==> src/common/xdma_ctrl_pkg.sv <==
// Shared widths, message structs, window indices and window address helpers for the adapter
package xdma_ctrl_pkg;

  // --------------------------------------------------
  // Widths
  // --------------------------------------------------
  localparam int unsigned AddrWidth   = 48;
  localparam int unsigned WordWidth   = 64;
  localparam int unsigned ChipIdWidth = 8;

  typedef logic [AddrWidth-1:0] addr_t;
  typedef logic [WordWidth-1:0] word_t;
  typedef logic [7:0]           dma_id_t;
  typedef logic [6:0]           frame_len_t;

  // Region layout
  localparam addr_t ClusterAddrSpace = 48'h0000_0010_0000;
  localparam addr_t MainMemBase      = 48'h0000_8000_0000;
  localparam addr_t MainMemEnd       = 48'h0001_0000_0000;
  localparam addr_t WindowSize       = 48'h0000_0000_1000;
  localparam addr_t WordBytes        = 48'd8;

  // --------------------------------------------------
  // Messages
  // --------------------------------------------------
  // First frame of a configuration message
  typedef struct packed {
    dma_id_t    dma_id;
    // 0 read, 1 write
    logic       dma_type;
    // Header included
    frame_len_t frame_length;
    addr_t      peer_addr;
  } cfg_header_t;

  // Grant and finish notes share one layout
  typedef struct packed {
    dma_id_t    dma_id;
    addr_t      from_addr;
    logic [7:0] reserved;
  } ctrl_note_t;

  // Single-beat write
  typedef struct packed {
    addr_t addr;
    word_t data;
  } ctrl_write_t;

  // Windows counted back from the region end
  typedef enum logic [1:0] {
    WinFinish = 2'd0,
    WinGrant  = 2'd1,
    WinCfg    = 2'd2
  } window_e;

  // --------------------------------------------------
  // Address helpers
  // --------------------------------------------------
  function automatic addr_t region_end(addr_t addr);
    // Main memory keeps the chip id, low bits end at 4 GiB
    if (addr[AddrWidth-ChipIdWidth-1:0] >= MainMemBase[AddrWidth-ChipIdWidth-1:0]) begin
      return {addr[AddrWidth-1:AddrWidth-ChipIdWidth],
              MainMemEnd[AddrWidth-ChipIdWidth-1:0]};
    end
    // Cluster region, aligned down then one region up
    return (addr & ~(ClusterAddrSpace - addr_t'(1))) + ClusterAddrSpace;
  endfunction

  function automatic addr_t window_base(addr_t addr, window_e win);
    return region_end(addr) - (addr_t'(win) + addr_t'(1)) * WindowSize;
  endfunction

endpackage

==> src/sender/xdma_cfg_framer.sv <==
// Splits configuration messages into header and body beats and addresses each beat for the peer
module xdma_cfg_framer
  import xdma_ctrl_pkg::*;
(
  input  logic        clk_i,
  input  logic        rst_ni,
  // Frames from the outside
  input  word_t       cfg_i,
  input  logic        cfg_valid_i,
  output logic        cfg_ready_o,
  // Addressed beats towards the arbiter
  output ctrl_write_t cfg_write_o,
  output logic        cfg_write_valid_o,
  input  logic        cfg_write_ready_i,
  output logic        cfg_last_o
);

  typedef enum logic {
    FrameIdle,
    FrameBody
  } state_e;

  state_e      state_q, state_d;
  cfg_header_t header;
  addr_t       beat_addr;
  addr_t       base_q;
  frame_len_t  len_q;
  // Body frames already sent
  frame_len_t  cnt_q;
  frame_len_t  body_idx;
  logic        beat_accept;

  // Beats pass straight through
  assign cfg_ready_o       = cfg_write_ready_i;
  assign cfg_write_valid_o = cfg_valid_i;
  assign beat_accept       = cfg_valid_i && cfg_ready_o;
  assign header            = cfg_header_t'(cfg_i);
  assign body_idx          = cnt_q + frame_len_t'(1);

  // --------------------------------------------------
  // Header tracking
  // --------------------------------------------------
  always_comb begin
    state_d    = state_q;
    beat_addr  = window_base(header.peer_addr, WinCfg);
    cfg_last_o = 1'b0;
    case (state_q)
      FrameIdle: begin
        // Single-frame message ends on its header
        cfg_last_o = header.frame_length <= frame_len_t'(1);
        if (beat_accept && !cfg_last_o) begin
          state_d = FrameBody;
        end
      end
      FrameBody: begin
        beat_addr  = base_q + WordBytes * addr_t'(body_idx);
        cfg_last_o = body_idx == len_q - frame_len_t'(1);
        if (beat_accept && cfg_last_o) begin
          state_d = FrameIdle;
        end
      end
      default: state_d = FrameIdle;
    endcase
  end

  assign cfg_write_o.addr = beat_addr;
  assign cfg_write_o.data = cfg_i;

  always_ff @(posedge clk_i or negedge rst_ni) begin
    if (!rst_ni) begin
      state_q <= FrameIdle;
      cnt_q   <= '0;
    end else begin
      state_q <= state_d;
      if (beat_accept) begin
        cnt_q <= (state_q == FrameIdle) ? frame_len_t'(0) : body_idx;
      end
    end
  end

  // Window base and length latched from the header
  always_ff @(posedge clk_i) begin
    if (beat_accept && state_q == FrameIdle) begin
      base_q <= beat_addr;
      len_q  <= header.frame_length;
    end
  end

  // Every accepted header announces at least itself
  a_header_len_nonzero : assert property (@(posedge clk_i) disable iff (!rst_ni)
    beat_accept && state_q == FrameIdle |-> header.frame_length != '0);

endmodule

==> src/sender/xdma_ctrl_write_arbiter.sv <==
// Addresses grant and finish notes and merges them with config beats onto one outbound write port
module xdma_ctrl_write_arbiter
  import xdma_ctrl_pkg::*;
(
  input  logic        clk_i,
  input  logic        rst_ni,
  // Config beats from the framer
  input  ctrl_write_t cfg_write_i,
  input  logic        cfg_write_valid_i,
  output logic        cfg_write_ready_o,
  input  logic        cfg_last_i,
  // Notes
  input  ctrl_note_t  grant_note_i,
  input  logic        grant_valid_i,
  output logic        grant_ready_o,
  input  ctrl_note_t  finish_note_i,
  input  logic        finish_valid_i,
  output logic        finish_ready_o,
  // Outbound write port
  output ctrl_write_t out_write_o,
  output logic        out_valid_o,
  input  logic        out_ready_i
);

  typedef enum logic [1:0] {
    SrcCfg,
    SrcGrant,
    SrcFinish
  } src_e;

  src_e        sel, held_sel_q;
  ctrl_write_t grant_write, finish_write;
  // Inside a multi-frame config message
  logic        lock_q;
  // Stalled beat keeps its source
  logic        hold_q;

  always_comb begin
    grant_write.addr  = window_base(grant_note_i.from_addr, WinGrant);
    grant_write.data  = word_t'(grant_note_i);
    finish_write.addr = window_base(finish_note_i.from_addr, WinFinish);
    finish_write.data = word_t'(finish_note_i);

    // Fixed priority, finish first
    if (lock_q) sel = SrcCfg;
    else if (hold_q) sel = held_sel_q;
    else if (finish_valid_i) sel = SrcFinish;
    else if (grant_valid_i) sel = SrcGrant;
    else sel = SrcCfg;

    case (sel)
      SrcFinish: begin
        out_write_o = finish_write;
        out_valid_o = finish_valid_i;
      end
      SrcGrant: begin
        out_write_o = grant_write;
        out_valid_o = grant_valid_i;
      end
      default: begin
        out_write_o = cfg_write_i;
        out_valid_o = cfg_write_valid_i;
      end
    endcase
  end

  // Unselected sources see ready low
  assign cfg_write_ready_o = out_ready_i && (sel == SrcCfg);
  assign grant_ready_o     = out_ready_i && (sel == SrcGrant);
  assign finish_ready_o    = out_ready_i && (sel == SrcFinish);

  always_ff @(posedge clk_i or negedge rst_ni) begin
    if (!rst_ni) begin
      lock_q     <= 1'b0;
      hold_q     <= 1'b0;
      held_sel_q <= SrcCfg;
    end else begin
      if (cfg_write_valid_i && cfg_write_ready_o) begin
        lock_q <= !cfg_last_i;
      end
      hold_q     <= out_valid_o && !out_ready_i;
      held_sel_q <= sel;
    end
  end

  // Payload on the port does not change under back-pressure
  a_out_stable : assert property (@(posedge clk_i) disable iff (!rst_ni)
    out_valid_o && !out_ready_i |=> $stable(out_write_o));

endmodule

==> src/receiver/xdma_ctrl_write_demux.sv <==
// Decodes inbound writes against the local cfg, grant and finish windows and routes them
module xdma_ctrl_write_demux
  import xdma_ctrl_pkg::*;
(
  // Inbound writes
  input  ctrl_write_t in_write_i,
  input  logic        in_valid_i,
  output logic        in_ready_o,
  input  addr_t       cluster_base_addr_i,
  // Configuration words
  output word_t       cfg_o,
  output logic        cfg_valid_o,
  input  logic        cfg_ready_i,
  // Finish notes
  output ctrl_note_t  finish_o,
  output logic        finish_valid_o,
  input  logic        finish_ready_i,
  // Grants into the FIFO
  output ctrl_note_t  grant_push_o,
  output logic        grant_push_valid_o,
  input  logic        grant_push_ready_i,
  output logic        decode_error_o
);

  addr_t cfg_base, grant_base, finish_base;
  logic  cfg_hit, grant_hit, finish_hit;

  // --------------------------------------------------
  // Local windows
  // --------------------------------------------------
  assign cfg_base    = window_base(cluster_base_addr_i, WinCfg);
  assign grant_base  = window_base(cluster_base_addr_i, WinGrant);
  assign finish_base = window_base(cluster_base_addr_i, WinFinish);

  assign cfg_hit    = in_write_i.addr >= cfg_base && in_write_i.addr < cfg_base + WindowSize;
  assign grant_hit  = in_write_i.addr >= grant_base && in_write_i.addr < grant_base + WindowSize;
  assign finish_hit = in_write_i.addr >= finish_base &&
                      in_write_i.addr < finish_base + WindowSize;

  // Data fans out unchanged
  assign cfg_o        = in_write_i.data;
  assign finish_o     = ctrl_note_t'(in_write_i.data);
  assign grant_push_o = ctrl_note_t'(in_write_i.data);

  assign cfg_valid_o        = in_valid_i && cfg_hit;
  assign grant_push_valid_o = in_valid_i && grant_hit;
  assign finish_valid_o     = in_valid_i && finish_hit;

  always_comb begin
    // Unmatched writes are swallowed
    if (cfg_hit) in_ready_o = cfg_ready_i;
    else if (grant_hit) in_ready_o = grant_push_ready_i;
    else if (finish_hit) in_ready_o = finish_ready_i;
    else in_ready_o = 1'b1;
  end

  // Pulse in the transfer cycle of a dropped write
  assign decode_error_o = in_valid_i && !(cfg_hit || grant_hit || finish_hit);

  // Windows never overlap
  always_comb begin
    a_one_target : assert ($onehot0({cfg_valid_o, grant_push_valid_o, finish_valid_o}));
  end

endmodule

==> src/receiver/xdma_grant_fifo.sv <==
// Queues received grants and keeps the grant level high until the local write finishes
module xdma_grant_fifo
  import xdma_ctrl_pkg::*;
#(
  parameter int Depth = 3
) (
  input  logic       clk_i,
  input  logic       rst_ni,
  input  ctrl_note_t push_note_i,
  input  logic       push_valid_i,
  output logic       push_ready_o,
  // One-cycle pulse per finished local write
  input  logic       write_finish_i,
  output logic       grant_o,
  output dma_id_t    grant_id_o
);

  localparam int PtrWidth = (Depth > 1) ? $clog2(Depth) : 1;
  localparam int CntWidth = $clog2(Depth + 1);

  typedef logic [PtrWidth-1:0] ptr_t;
  typedef logic [CntWidth-1:0] cnt_t;

  dma_id_t mem_q [Depth];
  ptr_t    rd_ptr_q, wr_ptr_q;
  cnt_t    count_q;
  logic    push, pop;

  assign push_ready_o = count_q != cnt_t'(Depth);
  assign grant_o      = count_q != '0;
  assign grant_id_o   = mem_q[rd_ptr_q];

  assign push = push_valid_i && push_ready_o;
  // Finish pulse on an empty queue is ignored
  assign pop  = write_finish_i && grant_o;

  function automatic ptr_t ptr_inc(ptr_t ptr);
    return (ptr == ptr_t'(Depth - 1)) ? ptr_t'(0) : ptr + ptr_t'(1);
  endfunction

  // --------------------------------------------------
  // Pointers and occupancy
  // --------------------------------------------------
  always_ff @(posedge clk_i or negedge rst_ni) begin
    if (!rst_ni) begin
      rd_ptr_q <= '0;
      wr_ptr_q <= '0;
      count_q  <= '0;
    end else begin
      if (push) wr_ptr_q <= ptr_inc(wr_ptr_q);
      if (pop) rd_ptr_q <= ptr_inc(rd_ptr_q);
      if (push && !pop) count_q <= count_q + cnt_t'(1);
      else if (pop && !push) count_q <= count_q - cnt_t'(1);
    end
  end

  // Only the id is kept
  always_ff @(posedge clk_i) begin
    if (push) mem_q[wr_ptr_q] <= push_note_i.dma_id;
  end

  // Pointers meet only when the queue is empty or full
  a_count_bound : assert property (@(posedge clk_i) disable iff (!rst_ni)
    count_q <= cnt_t'(Depth) &&
    ((rd_ptr_q == wr_ptr_q) == (count_q == '0 || count_q == cnt_t'(Depth))));

endmodule

==> src/design/xdma_ctrl_adapter_top.sv <==
// Control-message side of the inter-cluster DMA adapter, sender and receiver paths
module xdma_ctrl_adapter_top
  import xdma_ctrl_pkg::*;
#(
  parameter int GrantFifoDepth = 3
) (
  input  logic        clk_i,
  input  logic        rst_ni,
  input  addr_t       cluster_base_addr_i,
  // Sender inputs
  input  word_t       cfg_i,
  input  logic        cfg_valid_i,
  output logic        cfg_ready_o,
  input  ctrl_note_t  grant_note_i,
  input  logic        grant_note_valid_i,
  output logic        grant_note_ready_o,
  input  ctrl_note_t  finish_note_i,
  input  logic        finish_note_valid_i,
  output logic        finish_note_ready_o,
  // Outbound and inbound write ports
  output ctrl_write_t out_write_o,
  output logic        out_valid_o,
  input  logic        out_ready_i,
  input  ctrl_write_t in_write_i,
  input  logic        in_valid_i,
  output logic        in_ready_o,
  // Receiver outputs
  output word_t       from_remote_cfg_o,
  output logic        from_remote_cfg_valid_o,
  input  logic        from_remote_cfg_ready_i,
  output ctrl_note_t  from_remote_finish_o,
  output logic        from_remote_finish_valid_o,
  input  logic        from_remote_finish_ready_i,
  output logic        grant_o,
  output dma_id_t     grant_id_o,
  input  logic        write_finish_i,
  output logic        decode_error_o
);

  // --------------------------------------------------
  // Sender
  // --------------------------------------------------
  ctrl_write_t cfg_write;
  logic        cfg_write_valid, cfg_write_ready, cfg_last;

  xdma_cfg_framer i_cfg_framer (
    .clk_i             (clk_i),
    .rst_ni            (rst_ni),
    .cfg_i             (cfg_i),
    .cfg_valid_i       (cfg_valid_i),
    .cfg_ready_o       (cfg_ready_o),
    .cfg_write_o       (cfg_write),
    .cfg_write_valid_o (cfg_write_valid),
    .cfg_write_ready_i (cfg_write_ready),
    .cfg_last_o        (cfg_last)
  );

  xdma_ctrl_write_arbiter i_write_arbiter (
    .clk_i             (clk_i),
    .rst_ni            (rst_ni),
    .cfg_write_i       (cfg_write),
    .cfg_write_valid_i (cfg_write_valid),
    .cfg_write_ready_o (cfg_write_ready),
    .cfg_last_i        (cfg_last),
    .grant_note_i      (grant_note_i),
    .grant_valid_i     (grant_note_valid_i),
    .grant_ready_o     (grant_note_ready_o),
    .finish_note_i     (finish_note_i),
    .finish_valid_i    (finish_note_valid_i),
    .finish_ready_o    (finish_note_ready_o),
    .out_write_o       (out_write_o),
    .out_valid_o       (out_valid_o),
    .out_ready_i       (out_ready_i)
  );

  // --------------------------------------------------
  // Receiver
  // --------------------------------------------------
  ctrl_note_t grant_push_note;
  logic       grant_push_valid, grant_push_ready;

  xdma_ctrl_write_demux i_write_demux (
    .in_write_i          (in_write_i),
    .in_valid_i          (in_valid_i),
    .in_ready_o          (in_ready_o),
    .cluster_base_addr_i (cluster_base_addr_i),
    .cfg_o               (from_remote_cfg_o),
    .cfg_valid_o         (from_remote_cfg_valid_o),
    .cfg_ready_i         (from_remote_cfg_ready_i),
    .finish_o            (from_remote_finish_o),
    .finish_valid_o      (from_remote_finish_valid_o),
    .finish_ready_i      (from_remote_finish_ready_i),
    .grant_push_o        (grant_push_note),
    .grant_push_valid_o  (grant_push_valid),
    .grant_push_ready_i  (grant_push_ready),
    .decode_error_o      (decode_error_o)
  );

  xdma_grant_fifo #(
    .Depth (GrantFifoDepth)
  ) i_grant_fifo (
    .clk_i          (clk_i),
    .rst_ni         (rst_ni),
    .push_note_i    (grant_push_note),
    .push_valid_i   (grant_push_valid),
    .push_ready_o   (grant_push_ready),
    .write_finish_i (write_finish_i),
    .grant_o        (grant_o),
    .grant_id_o     (grant_id_o)
  );

endmodule

==> config.mk <==
export PLATFORM = sky130hd
export DESIGN_NAME = xdma_ctrl_adapter_top
export DESIGN_NICKNAME = d
export VERILOG_FILES = /design/src/common/xdma_ctrl_pkg.sv /design/src/sender/xdma_cfg_framer.sv /design/src/sender/xdma_ctrl_write_arbiter.sv /design/src/receiver/xdma_ctrl_write_demux.sv /design/src/receiver/xdma_grant_fifo.sv /design/src/design/xdma_ctrl_adapter_top.sv
export SDC_FILE = /design/constraint.sdc
export NUM_CORES = 1
export LEC_CHECK = 0
export BUFFER_PORTS_ARGS = -buffer_cell sky130_fd_sc_hd__buf_4
export CORE_AREA = 5 5 234 236
export DETAILED_ROUTE_END_ITERATION = 10
export DIE_AREA = 0 0 239 241
export SLEW_MARGIN = 0
export SYNTH_ARGS = -nofsm -noshare
export SYNTH_HDL_FRONTEND = slang
export SYNTH_SLANG_ARGS = --single-unit
==> constraint.sdc <==
create_clock -name clk_i -period 4.8 [get_ports clk_i]
set_clock_uncertainty 0.1 [all_clocks]
set_input_delay 0 -clock clk_i [delete_from_list [all_inputs] [get_ports clk_i]]
set_output_delay 0 -clock clk_i [all_outputs]
set_load 0.005 [all_outputs]
==> run metrics <==
nature of the critical path endpoint=output port; number of warnings reported in the yosys synthesis log=0; relative max-transition margin=0.3188; cell accounting for the most synthesized area=sky130_fd_sc_hd__edfxtp_1; GR Layer Usage met2=0.3287; cell count after synthesis=1704; Core Footprint=0.05224 mm2; most used routing layer in global routing=met2; number of vias in the routed layout=14640; CTS tree=built; CP Launch Point=cluster_base_addr_i[31]; Antenna Violating Nets Remaining=0; max-capacitance violation count=0; final standard cell area without fillers=0.01809 mm2; Tightest Hold Check Type=input port to flip-flop; via density per instance=5.293; synthesized flop and latch total=97; violations in the final reports=negative setup slack; number of placed instances with taps included=2658; Starting Density=0.2568; number of enable flip-flop cells after synthesis=79; synthesized area per cell=7.872 um2; async set-reset flop share out of synthesis=0.1856; number of antenna violations at the first check in global routing=2; fin. max-slew vios=0; met3 usage=0.04365; Crit path largest cell delay=530 ps; post-synthesis cell area=0.01341 mm2; final setup violation count=1; # fillers=5381; library cell contributing the largest single delay on the critical path=sky130_fd_sc_hd__or4_1; Final Wtd Congestion=0.9578; maximum clock frequency=208.2 MHz; hold violation total from the final report=0; Global Route met1 Usage=0.2661; portion of synthesized cell area occupied by the leading cell type=0.1768; routed wire length per instance=22.28 um; largest cells by area after synthesis=sky130_fd_sc_hd__edfxtp_1 18%, sky130_fd_sc_hd__ha_1 7.6%, sky130_fd_sc_hd__buf_4 7.2%, sky130_fd_sc_hd__xnor2_1 6.5%, sky130_fd_sc_hd__nor2_1 4.6%; critical path capture point=in_ready_o; clk buf depth=2; overall track demand over capacity in global routing=0.1971; starting DRC count in detailed routing=1021; predominant post-synthesis flop cell=sky130_fd_sc_hd__edfxtp_1; Worst Path Max Fanout=6; residual overflow from global routing=0; cells along the critical path=buf_6 > or4_4 > or4_4 > nor2_4 > inv_2 > ha_4 > and3_4 > a32o_2 > or4_1 > o21ai_2 > nand4_4 > buf_12 > nor3_4 > xor2_1 > ha_1 > a21o_1 > a21o_1 > a21oi_1 > o21ai_0 > a41oi_2 > nand3_2 > a211o_1 > o211a_1 > buf_6; outcome=finished with violations; final critical-path setup slack=-3.674 ps; RR Startpoint=i_cfg_framer.cnt_q[0]; nature of the critical path startpoint=input port; required time worst endpoint=4700 ps; number of placement rows=84; drc violations=0; routed wire length=61610 um; number of cell instances on the worst register-to-register path=10; IO Count=619; Initial DRT Pass Iterations=5; number of distinct library cells after synthesis=98; path length in cells of the critical path=24; worst endpoint data arrival time=4700 ps; post-synthesis net count=2149; Buffers on Ports=418; clock tree root buffer cell=sky130_fd_sc_hd__clkbuf_16; Final Cycle Share=1.001; time the final worst path needs with I/O delays and setup=4804 ps; clock buffers created by TritonCTS=9; leakage power=7.217 nW; final net count=2516; global-route wire length before repair=88150 um; H-Tree Level Count=3; final cell count without fillers=2765; via count of the first global-routing pass=14000; worst setup path category=input port to output port; die area=0.05760 mm2; capture point of the worst reg-to-reg path=i_cfg_framer.base_q[27]; transition time of the tightest slew-check pin=1015 ps; worst-skew pair later-pin latency=360 ps; pin count of the biggest net entering global routing=171; clk slew on worst S/H paths=80 ps; ratio of cells with drive above 1 in the final layout=0.2996; gate family responsible for the most delay along the worst path=simple AND/OR/NAND/NOR gates; die height=241 um; buffers and inverters on the worst path=4; horizontal die dimension=239 um; minimum setup slack among reg-to-reg paths=1070 ps; sum of net half-perimeters after detailed placement=50940 um; area of placed instances=0.01673 mm2; share of synthesized area occupied by flip-flops and latches=0.2104; total power density per cell area=291.9 mW/mm2; area added between synthesis and finish=34.85%; worst IR drop on VDD=311.1 uV; total number of clock tree sinks=97; unrepaired setup endpoints after global routing=yes
==> power by group <==
group,total (mW),switching [mW],leakage [nW],internal (mW)
clock,0.715,0.350,0.138,0.364
combinational,3.48,2.00,6.13,1.48
sequential,1.09,0.0803,0.950,1.01
total,5.28,2.43,7.22,2.85
==> repair_timing <==
action / CTS / global route
setup endpoints to repair: 3 / 29
setup buffers: 10 / 3
hold endpoints to repair: 170 / 0
pin swaps: 28 / 21
gates resized for setup: 27 / 8
hold buffers: 77 / 0
==> state kept, by name, summed over array words and instances, names as in the netlist <==
register and cells:
i_cfg_framer.len_q 7, i_cfg_framer.cnt_q 7, i_grant_fifo.wr_ptr_q 2, i_cfg_framer.base_q 48, i_grant_fifo.rd_ptr_q 2, i_grant_fifo.mem_q 24, i_write_arbiter.hold_q 1, i_grant_fifo.count_q 2
i_write_arbiter.lock_q 1, i_write_arbiter.held_sel_q 2, i_cfg_framer.state_q 1
==> layer usage <==
metal	vias to the layer above	wire length, um
met3	60	4989
met2	661	29380
met4	2	1033
li1	6907	-
met5	-	131
met1	7005	26070
==> placed cells by master, fill, tap and decap left out, types with 8 or more instances in the layout <==
master and instances:
sky130_fd_sc_hd__buf_4 498, sky130_fd_sc_hd__nor2_1 159, sky130_fd_sc_hd__a21oi_1 116, sky130_fd_sc_hd__nand2_1 109, sky130_fd_sc_hd__xnor2_1 99, sky130_fd_sc_hd__edfxtp_1 79, sky130_fd_sc_hd__ha_1 78, sky130_fd_sc_hd__dlygate4sd3_1 77
sky130_fd_sc_hd__o21ai_0 64, sky130_fd_sc_hd__a22oi_1 64, sky130_fd_sc_hd__xor2_1 56, sky130_fd_sc_hd__nand3_1 53, sky130_fd_sc_hd__nand4_1 46, sky130_fd_sc_hd__inv_1 45, sky130_fd_sc_hd__nor3_1 45, sky130_fd_sc_hd__mux2i_1 28
sky130_fd_sc_hd__nor4_1 27, sky130_fd_sc_hd__and2_1 27, sky130_fd_sc_hd__o21a_1 26, sky130_fd_sc_hd__and3_1 21, sky130_fd_sc_hd__or3_1 20, sky130_fd_sc_hd__a21o_1 18, sky130_fd_sc_hd__dfrtp_1 17, sky130_fd_sc_hd__nand2b_1 16
sky130_fd_sc_hd__or2_2 13, sky130_fd_sc_hd__a31oi_1 13, sky130_fd_sc_hd__o211ai_1 10, sky130_fd_sc_hd__a211oi_1 10, sky130_fd_sc_hd__and4_1 9, sky130_fd_sc_hd__clkbuf_16 9, sky130_fd_sc_hd__a2111oi_0 8, sky130_fd_sc_hd__nor4b_1 8
==> worst min-delay path, cell delays in order <==
cell and delay, ps:
sky130_fd_sc_hd__buf_4 100, sky130_fd_sc_hd__xor2_1 60, sky130_fd_sc_hd__mux2i_1 180
==> cells in the mapped netlist (23+ instances only) <==
| cell type | count |
|---|---|
| sky130_fd_sc_hd__edfxtp_1 | 79 |
| sky130_fd_sc_hd__nand2_1 | 109 |
| sky130_fd_sc_hd__xor2_1 | 57 |
| sky130_fd_sc_hd__inv_1 | 46 |
| sky130_fd_sc_hd__and2_1 | 28 |
| sky130_fd_sc_hd__nand4_1 | 46 |
| sky130_fd_sc_hd__nor2_1 | 166 |
| sky130_fd_sc_hd__a21oi_1 | 119 |
| sky130_fd_sc_hd__nor3_1 | 48 |
| sky130_fd_sc_hd__nand3_1 | 55 |
| sky130_fd_sc_hd__o21a_1 | 26 |
| sky130_fd_sc_hd__ha_1 | 82 |
| sky130_fd_sc_hd__o21ai_0 | 64 |
| sky130_fd_sc_hd__xnor2_1 | 99 |
| sky130_fd_sc_hd__nor4_1 | 29 |
| sky130_fd_sc_hd__clkbuf_1 | 77 |
| sky130_fd_sc_hd__mux2i_1 | 28 |
| sky130_fd_sc_hd__buf_4 | 129 |
| sky130_fd_sc_hd__and3_1 | 23 |
| sky130_fd_sc_hd__a22oi_1 | 64 |
==> stage by stage <==
stage	setup TNS [ps]	setup slack, ps	total power, mW	util	hold slack [ps]
after floorplan	0	4.666	2.664	-	-395.6
after global placement	-2742	-162.1	4.453	0.3203	-207.0
after detailed placement	-5355	-214.2	4.490	0.3203	-203.5
after CTS	-23.48	-23.48	5.299	0.3449	21.44
after global routing	-590.3	-222.7	5.586	0.3462	21.14
final	-3.674	-3.674	5.281	0.3463	33.46
==> area by class of cell <==
type	count	area (um2)	area share
timing repair buffer	583	4617	0.2552
clock buffer	10	229.0	0.01266
multi-input combinational	1331	9315	0.5150
sequential	97	2824	0.1561
inverter	49	183.9	0.01017
clock inverter	6	56.30	0.003113
antenna	1	2.502	0.0001383
tap	688	860.8	0.04759
==> worst min-delay path by stage <==
stage	from	to	slack [ps]	cells past startpoint
after floorplan	rst_ni	i_cfg_framer.cnt_q[0]	-400	0
after global placement	rst_ni	i_grant_fifo.rd_ptr_q[1]	-210	1
after detailed placement	rst_ni	i_grant_fifo.rd_ptr_q[1]	-200	1
after CTS	cfg_i[43]	i_cfg_framer.base_q[43]	20	3
after global routing	cfg_i[43]	i_cfg_framer.base_q[43]	20	3
final	cfg_i[47]	i_cfg_framer.base_q[47]	30	3
==> cells by family after synthesis <==
logic type | share of synthesized area
muxes | 0.02257
AOI/OAI and AO/OA | 0.2243
xor gates and xnor gates | 0.1019
buffers and inverters | 0.1162
and+or+nand+nor | 0.2466
DFF | 0.2104
adders and majority gates | 0.07798
(Power assumes the default switching activity.)
